`src/common/face_image_pkg.sv`:
```
package face_image_pkg;

  // Grey pixel from the camera stream
  typedef logic [7:0] pixel_t;

  // Pixel or block position, x and y share one type
  typedef logic [7:0] coord_t;

  // Sum of one 4 by 4 block of 8-bit pixels, 16 * 255 fits in 12 bits
  typedef logic [11:0] block_sum_t;

  // One finished block, as handed from the integrator to the classifier
  typedef struct packed {
    logic       valid;
    coord_t     bx;
    coord_t     by;
    block_sum_t sum;
    logic       frame_end;
  } block_beat_t;

endpackage
```
`src/common/face_bus_pkg.sv`:
```
package face_bus_pkg;

  import face_image_pkg::*;

  // Block coordinates of a detection, frame_end marks the last block of a frame
  typedef struct packed {
    coord_t bx;
    coord_t by;
    logic   frame_end;
  } det_result_t;

  typedef logic [1:0]  wb_adr_t;
  typedef logic [31:0] wb_dat_t;

  // Read-only slave, so no data-in or byte selects
  typedef struct packed {
    logic    cyc;
    logic    stb;
    logic    we;
    wb_adr_t adr;
  } wb_req_t;

  typedef struct packed {
    logic    ack;
    wb_dat_t dat;
  } wb_rsp_t;

  // Register map
  localparam wb_adr_t ADR_RESULT = 2'd0;
  localparam wb_adr_t ADR_STATUS = 2'd1;

endpackage

```
`src/hw/face_detect_top.sv`:
```
module face_detect_top
  import face_image_pkg::*, face_bus_pkg::*;
#(
  parameter int FRAME_WIDTH  = 16,
  parameter int FRAME_HEIGHT = 8,
  parameter int BLOCK_SIZE   = 4,
  parameter int T_BRIGHT     = 800,
  parameter int T_EDGE       = 400,
  parameter int FIFO_DEPTH   = 8
)
(
  input  logic    clk,
  input  logic    reset,
  input  pixel_t  i_pixel,
  input  logic    i_pixel_valid,
  output logic    o_pixel_ready,
  input  wb_req_t i_wb,
  output wb_rsp_t o_wb
);

  localparam int BLOCKS_PER_ROW = FRAME_WIDTH / BLOCK_SIZE;

  logic        pixel_accept;
  block_beat_t block;
  det_result_t result;
  logic        result_write;
  logic        result_pass;

  assign pixel_accept = i_pixel_valid && o_pixel_ready;

  block_integrator #(
    .FRAME_WIDTH  (FRAME_WIDTH),
    .FRAME_HEIGHT (FRAME_HEIGHT),
    .BLOCK_SIZE   (BLOCK_SIZE)
  ) u_integrator (
    .clk            (clk),
    .reset          (reset),
    .i_pixel        (i_pixel),
    .i_pixel_accept (pixel_accept),
    .o_block        (block)
  );

  haar_classifier #(
    .BLOCKS_PER_ROW (BLOCKS_PER_ROW),
    .T_BRIGHT       (T_BRIGHT),
    .T_EDGE         (T_EDGE)
  ) u_classifier (
    .clk            (clk),
    .reset          (reset),
    .i_block        (block),
    .o_result       (result),
    .o_result_write (result_write),
    .o_result_pass  (result_pass)
  );

  result_port #(
    .FIFO_DEPTH (FIFO_DEPTH)
  ) u_result (
    .clk            (clk),
    .reset          (reset),
    .i_result       (result),
    .i_result_write (result_write),
    .i_result_pass  (result_pass),
    .i_wb           (i_wb),
    .o_wb           (o_wb),
    .o_pixel_ready  (o_pixel_ready)
  );

endmodule

```
`src/hw/result_port.sv`:
```
module result_port
  import face_image_pkg::*, face_bus_pkg::*;
#(
  parameter int FIFO_DEPTH = 8
)
(
  input  logic        clk,
  input  logic        reset,
  input  det_result_t i_result,
  input  logic        i_result_write,
  input  logic        i_result_pass,
  input  wb_req_t     i_wb,
  output wb_rsp_t     o_wb,
  output logic        o_pixel_ready
);

  localparam int PTR_W = (FIFO_DEPTH > 1) ? $clog2(FIFO_DEPTH) : 1;
  localparam int CNT_W = $clog2(FIFO_DEPTH + 1);

  // Layout matches bits 15 to 0 of the result word
  typedef struct packed {
    coord_t by;
    coord_t bx;
  } fifo_entry_t;

  typedef enum logic [1:0] {
    WB_IDLE,
    WB_ACK,
    WB_HOLD
  } wb_state_t;

  fifo_entry_t      mem [FIFO_DEPTH];
  logic [PTR_W-1:0] wr_ptr;
  logic [PTR_W-1:0] rd_ptr;
  logic [CNT_W-1:0] count;
  logic [7:0]       frame_cnt;

  wb_state_t state;
  wb_state_t state_next;
  wb_dat_t   dat_q;
  wb_dat_t   read_word;

  logic full;
  logic empty;
  logic push;
  logic pop;
  logic req;
  logic start;

  assign full  = count == CNT_W'(FIFO_DEPTH);
  assign empty = count == '0;
  assign push  = i_result_write && i_result_pass && !full;

  assign req   = i_wb.cyc && i_wb.stb;
  assign start = (state == WB_IDLE) && req;
  assign pop   = start && !i_wb.we && (i_wb.adr == ADR_RESULT) && !empty;

  // Keep room for a block still in the pipeline
  assign o_pixel_ready = count <= CNT_W'(FIFO_DEPTH - 2);

  always_comb
  begin
    read_word = '0;
    if (!i_wb.we)
    begin
      case (i_wb.adr)
        // Bit 16 flags a stored candidate
        ADR_RESULT: read_word = empty ? '0 : {15'b0, 1'b1, mem[rd_ptr]};
        ADR_STATUS: read_word = {16'b0, frame_cnt, 8'(count)};
        default:    read_word = '0;
      endcase
    end
  end

  // Ack once per request and wait for the master to drop stb
  always_comb
  begin
    case (state)
      WB_IDLE: state_next = req ? WB_ACK : WB_IDLE;
      WB_ACK:  state_next = req ? WB_HOLD : WB_IDLE;
      WB_HOLD: state_next = req ? WB_HOLD : WB_IDLE;
      default: state_next = WB_IDLE;
    endcase
  end

  always_ff @(posedge clk)
  begin
    if (push)
    begin
      mem[wr_ptr] <= '{by: i_result.by, bx: i_result.bx};
    end
    if (start)
    begin
      dat_q <= read_word;
    end
  end

  always_ff @(posedge clk)
  begin
    if (reset)
    begin
      wr_ptr    <= '0;
      rd_ptr    <= '0;
      count     <= '0;
      frame_cnt <= '0;
      state     <= WB_IDLE;
    end
    else
    begin
      if (push)
      begin
        wr_ptr <= (wr_ptr == PTR_W'(FIFO_DEPTH - 1)) ? '0 : wr_ptr + 1'b1;
      end
      if (pop)
      begin
        rd_ptr <= (rd_ptr == PTR_W'(FIFO_DEPTH - 1)) ? '0 : rd_ptr + 1'b1;
      end
      if (push && !pop)
      begin
        count <= count + 1'b1;
      end
      else if (pop && !push)
      begin
        count <= count - 1'b1;
      end
      if (i_result_write && i_result.frame_end)
      begin
        frame_cnt <= frame_cnt + 1'b1;
      end
      state <= state_next;
    end
  end

  assign o_wb.ack = state == WB_ACK;
  assign o_wb.dat = dat_q;

endmodule

```
`src/detect/haar_classifier.sv`:
```
module haar_classifier
  import face_image_pkg::*, face_bus_pkg::*;
#(
  parameter int BLOCKS_PER_ROW = 4,
  parameter int T_BRIGHT       = 800,
  parameter int T_EDGE         = 400
)
(
  input  logic        clk,
  input  logic        reset,
  input  block_beat_t i_block,
  output det_result_t o_result,
  output logic        o_result_write,
  output logic        o_result_pass
);

  localparam int COL_W = (BLOCKS_PER_ROW > 1) ? $clog2(BLOCKS_PER_ROW) : 1;
  localparam int SUM_W = $bits(block_sum_t);

  // One extra bit so the difference of two sums keeps its sign
  typedef logic signed [SUM_W:0] contrast_t;

  localparam block_sum_t BRIGHT_MIN = block_sum_t'(T_BRIGHT);
  localparam contrast_t  EDGE_MIN   = contrast_t'(T_EDGE);

  // Sums of the block row above, indexed by bx
  block_sum_t row_buf [BLOCKS_PER_ROW];

  logic [COL_W-1:0] col;
  block_sum_t       above;
  contrast_t        contrast;
  logic             bright_ok;
  logic             edge_ok;
  logic             pass;

  assign col      = i_block.bx[COL_W-1:0];
  assign above    = row_buf[col];
  assign contrast = contrast_t'(i_block.sum) - contrast_t'(above);

  // Stage 1 brightness, stage 2 vertical edge against the block above
  assign bright_ok = i_block.sum >= BRIGHT_MIN;
  assign edge_ok   = contrast >= EDGE_MIN;
  // Top block row has nothing above it
  assign pass      = (i_block.by != '0) && bright_ok && edge_ok;

  always_ff @(posedge clk)
  begin
    if (i_block.valid)
    begin
      row_buf[col] <= i_block.sum;
    end
  end

  always_ff @(posedge clk)
  begin
    if (reset)
    begin
      o_result_write <= 1'b0;
      o_result_pass  <= 1'b0;
    end
    else
    begin
      // Frame end always goes out so the port can count frames
      o_result_write <= i_block.valid && (pass || i_block.frame_end);
      o_result_pass  <= i_block.valid && pass;
    end
    if (i_block.valid)
    begin
      o_result.bx        <= i_block.bx;
      o_result.by        <= i_block.by;
      o_result.frame_end <= i_block.frame_end;
    end
  end

endmodule

```
`src/detect/block_integrator.sv`:
```
module block_integrator
  import face_image_pkg::*;
#(
  parameter int FRAME_WIDTH  = 16,
  parameter int FRAME_HEIGHT = 8,
  parameter int BLOCK_SIZE   = 4
)
(
  input  logic        clk,
  input  logic        reset,
  input  pixel_t      i_pixel,
  input  logic        i_pixel_accept,
  output block_beat_t o_block
);

  localparam int BLOCKS_X = FRAME_WIDTH / BLOCK_SIZE;
  localparam int COL_W    = (BLOCKS_X > 1) ? $clog2(BLOCKS_X) : 1;

  localparam coord_t LAST_X     = coord_t'(FRAME_WIDTH - 1);
  localparam coord_t LAST_Y     = coord_t'(FRAME_HEIGHT - 1);
  localparam coord_t LAST_LOCAL = coord_t'(BLOCK_SIZE - 1);

  // Raster position of the incoming pixel
  coord_t x;
  coord_t y;

  coord_t lx;
  coord_t ly;
  coord_t bx;
  coord_t by;
  logic [COL_W-1:0] col;

  // One running sum per block column across the frame
  block_sum_t acc [BLOCKS_X];
  block_sum_t acc_next;
  logic       block_done;
  logic       frame_done;

  assign lx  = coord_t'(x % BLOCK_SIZE);
  assign ly  = coord_t'(y % BLOCK_SIZE);
  assign bx  = coord_t'(x / BLOCK_SIZE);
  assign by  = coord_t'(y / BLOCK_SIZE);
  assign col = bx[COL_W-1:0];

  assign acc_next   = acc[col] + block_sum_t'(i_pixel);
  assign block_done = i_pixel_accept && (lx == LAST_LOCAL) && (ly == LAST_LOCAL);
  assign frame_done = (x == LAST_X) && (y == LAST_Y);

  // Coordinate tracker and column accumulators
  always_ff @(posedge clk)
  begin
    if (reset)
    begin
      x <= '0;
      y <= '0;
      for (int i = 0; i < BLOCKS_X; i++)
      begin
        acc[i] <= '0;
      end
    end
    else if (i_pixel_accept)
    begin
      if (x == LAST_X)
      begin
        x <= '0;
        y <= (y == LAST_Y) ? '0 : y + 1'b1;
      end
      else
      begin
        x <= x + 1'b1;
      end
      // Bottom right pixel closes the block, start the next block row clean
      acc[col] <= block_done ? '0 : acc_next;
    end
  end

  // Block beat, one cycle after the closing pixel
  always_ff @(posedge clk)
  begin
    if (reset)
    begin
      o_block.valid <= 1'b0;
    end
    else
    begin
      o_block.valid <= block_done;
    end
    if (block_done)
    begin
      o_block.bx        <= bx;
      o_block.by        <= by;
      o_block.sum       <= acc_next;
      o_block.frame_end <= frame_done;
    end
  end

endmodule

```
`config.mk`:
```
export PLATFORM = sky130hd
export DESIGN_NAME = face_detect_top
export DESIGN_NICKNAME = d
export VERILOG_FILES = /design/src/common/face_image_pkg.sv /design/src/common/face_bus_pkg.sv /design/src/hw/face_detect_top.sv /design/src/hw/result_port.sv /design/src/detect/haar_classifier.sv /design/src/detect/block_integrator.sv
export SDC_FILE = /design/constraint.sdc
export NUM_CORES = 1
export LEC_CHECK = 0
export BUFFER_PORTS_ARGS = -buffer_cell sky130_fd_sc_hd__buf_2
export CAP_MARGIN = 40
export CORE_MARGIN = 2
export CORE_UTILIZATION = 61
export CTS_CLUSTER_DIAMETER = 120
export DETAILED_ROUTE_END_ITERATION = 8
export GPL_ROUTABILITY_DRIVEN = 0
export GPL_TIMING_DRIVEN = 0
export PLACE_DENSITY = 0.8
export REMOVE_ABC_BUFFERS = 1
export SYNTH_ARGS = -nofsm -noshare
export SYNTH_HDL_FRONTEND = slang
export SYNTH_SLANG_ARGS = --single-unit
```
`constraint.sdc`:
```
create_clock -name clk -period 3.3 [get_ports clk]
set_clock_uncertainty 0.05 [all_clocks]
set_input_delay 0.33 -clock clk [delete_from_list [all_inputs] [get_ports clk]]
set_output_delay 0.33 -clock clk [all_outputs]
set_load 0.01 [all_outputs]
```
==> impl_metrics.ini <==
[placement]
port_buffers = 32
post-place-ws_ns = -0.453
dpl.hpwl_um = 14800
place_inst = 1101

[setup_path]
required_ns = 3.55
critPathMostFrequentCell = nor2_1
worst-path-buf-inv = 0
cp_slowest_stage_delay_ns = 0.52
critPathSlowestCell = mux4_2
cp_max_fo = 8
reg2reg_setup_slack_ns = 0.18
crit_path_end_kind = register
path_cells = mux4_2 > ha_1 > fa_1 > a21o_1 > a21oi_2 > o21bai_1 > a21oi_1 > nor2_1 > xnor2_2 > nor2_1
path_class = register to register
cpLargestDelayFamily = compound AO/OA/AOI/OAI gates
crit_arrival_ns = 3.37
critPathLaunchType = register

[synthesis]
synth_area_sq_um = 12300
ys_seq_elements = 291
syn_area_per_cell_sq_um = 15.2
ys_types = 64
synth_area_leaders = edfxtp_1 (60%), mux4_2 (7.8%), dfxtp_1 (7.5%)
synth_edf_count = 245
syn_inst = 812
async_reset_ff_share_pct = 0
netlist.area_leader.share_pct = 59.6
synth.yosys.seq_area_share_pct = 67.1
synth-main-ff-cell = edfxtp_1
yosysWarnings = 0
synth_top_cell_by_area = edfxtp_1

[routing]
vias_per_cell = 5.87
ant_nets = 0
drt-initial-drc-count = 410
firstDrtPassIters = 4
vias = 6827
drcViolationCount = 0
totalWireLength_um = 23700
wl_per_cell_um = 20.4

[floorplan]
start_util_pct = 61.6
core_area_sq_um = 20000
dieArea_sq_um = 21400
io_pins = 50
die_h_um = 146
rows = 52
die_w_um = 146

[clock_network]
insertion_delay_ns = 0.55
cts_buffer_depth = 3
cts_tree = done
clockRootBuffer = clkbuf_16
h-tree-depth = 1
cts_made_buffers = 29
clkTransAtPathRegs_ns = 0.07
clock-sinks = 291

[sta]
rsz0062_at_grt = no
finalSetupViolCount = 0
tightestPinTransition_ns = 0.899
finalSetupTns_ns = 0
hold_violations = 0
fin_crit_ns = 3.12
slew_headroom_pct = 40.0
setup_ws_ns = 0.176
fin_crit_sh_pct = 94.7
slew_violations = 0
fmax_mhz = 320

[global_route]
grt_overflow_total = 0
antenna_found_initial = 1
grt_pass1_vias = 6822
grt_start_max_net_pins = 44
grt_pass1_wl_um = 37300
grt_usage_pct = 22.5

[power]
ir_worst_vdd_uv = 491
leakagePower_nw = 5.13
p_per_area_nw_per_um2 = 555

[min_path]
hp-class = primary input to register

[status]
status = complete, no violations

[cells_and_area]
stdcell_count = 1163
nets = 921
drive_above_1_share_pct = 20.5
area_delta_synth_final_pct = 13.6

[job]
cap_viol_max_count = 0
==> area by class of cell <==
type | count | area, sq um
Timing Repair Buffer | 53 | 398
Antenna cell | 1 | 2.50
Inverter | 33 | 124
Clock buffer | 33 | 751
Fill cell | 1280 | 6010
Sequential cell | 291 | 8290
Tap cell | 270 | 338
Multi-Input combinational cell | 461 | 3820
Clock inverter | 21 | 300
==> Yosys cell counts (all sizes together) (20+ instances only) <==
master / instances
buf: 27
nand2: 33
xor2: 22
nor2: 103
mux4: 48
ha: 34
inv: 33
nor3: 26
edfxtp: 245
nand3: 20
dfxtp: 46
a21oi: 34
==> where the power goes <==
| group | switching (mW) | internal (mW) | leakage, nW | total [mW] |
|---|---|---|---|---|
| registers | 0.0113 | 3.98 | 2.83 | 3.99 |
| logic | 0.145 | 0.0752 | 1.80 | 0.220 |
| clock network | 1.39 | 2.19 | 0.495 | 3.58 |
| total | 1.54 | 6.25 | 5.13 | 7.79 |
==> routing by layer <==
layer,routed length (um),up-vias,global-route usage [%],share of wire (%)
met5,0,-,0,0
met4,458,0,6.21,1.9
met3,1520,42,4.25,6.4
met2,12000,260,38.2,51
met1,9740,3377,30.3,41
li1,-,3148,-,-
==> repair_timing <==
action | 4_1_cts | 5_1_grt
hold buffers | 1 | 0
buffers inserted | 0 | 6
hold endpoints to repair | 1 | 0
resized for setup | 6 | 7
setup endpoints to repair | 34 | 20
pin swaps | 0 | 2
==> registers in the layout, indices dropped and copies added (netlist names), named ones only <==
name	cells
u_result.mem	96
u_classifier.row_buf	48
u_integrator.acc	48
u_integrator.o_block	26
u_result.dat_q	15
u_classifier.o_result	13
u_integrator.x	8
u_integrator.y	8
u_result.frame_cnt	8
u_result.count	4
u_result.rd_ptr	3
u_result.wr_ptr	3
u_result.state	2
u_classifier.o_result_pass	1
u_classifier.o_result_write	1
==> cell usage in the layout (no fill, tap or decap), drive strengths merged, types with 2 or more instances in the layout <==
cell      instances
nor3b            10
nor3             26
fa                2
nand2b            6
a21o              8
o21a              2
o211ai            7
or2               4
xnor2            12
inv              34
o31ai             2
nor2b             5
and3             10
clkbuf           33
mux4             48
and2              2
or3               4
bufinv            7
or4               2
a211o             3
nor2            103
mux2i            18
a31oi             2
a21oi            34
ha               34
conb             17
mux2              2
a211oi            2
xor2             22
dfxtp            46
nand2            33
clkinvlp          6
and4              2
clkinv            7
nand4             3
o21ai             4
edfxtp          245
nand3            20
buf              52
==> cells by family (layout without fill, tap and decap cells) <==
kind of cell / count (synthesis) / in the layout / share of synthesized area (%)
flops: 291 / 291 / 67.1
simple gates: 234 / 234 / 8.98
buf+inv: 76 / 140 / 2.96
compound gates: 72 / 72 / 4.13
mux: 68 / 68 / 10.6
fa+ha+maj: 36 / 36 / 3.77
xor+xnor: 34 / 34 / 2.53
other cells: 1 / 18 / 0.0304
==> worst paths after layout <==
kind / from / end / depth (start not counted)
max: register / u_integrator.acc[0][8] / 10
min: i_wb[3] / u_result.state[1] / 3
max reg2reg: register / u_integrator.acc[0][8] / 10
min reg2reg: u_integrator.o_block[23] / u_classifier.o_result[11] / 0
==> worst register-to-register path: cells and delay by family, from the launching register on <==
kind,cells,cell delay [ns]
XOR/XNOR,1,0.33
flip-flops,1,0.41
multiplexers,1,0.52
AND/OR/NAND/NOR,2,0.21
adder cells (fa/ha/maj),2,0.63
AO/OA/AOI/OAI,4,0.72
==> metrics by stage <==
stage	instance area, sq um	power (mW)	utilization, %	hold WS [ns]
2_1_floorplan	12200	4.21	-	0.349
3_3_place_gp	12700	4.27	63.2	0.354
3_5_place_dp	12900	4.28	64.3	0.355
4_1_cts	14000	7.81	69.7	0.00448
5_1_grt	14000	7.99	70.0	0.0245
6_report	14000	7.79	70.0	0.0223
Note: power is estimated with default switching activity, not from simulation.
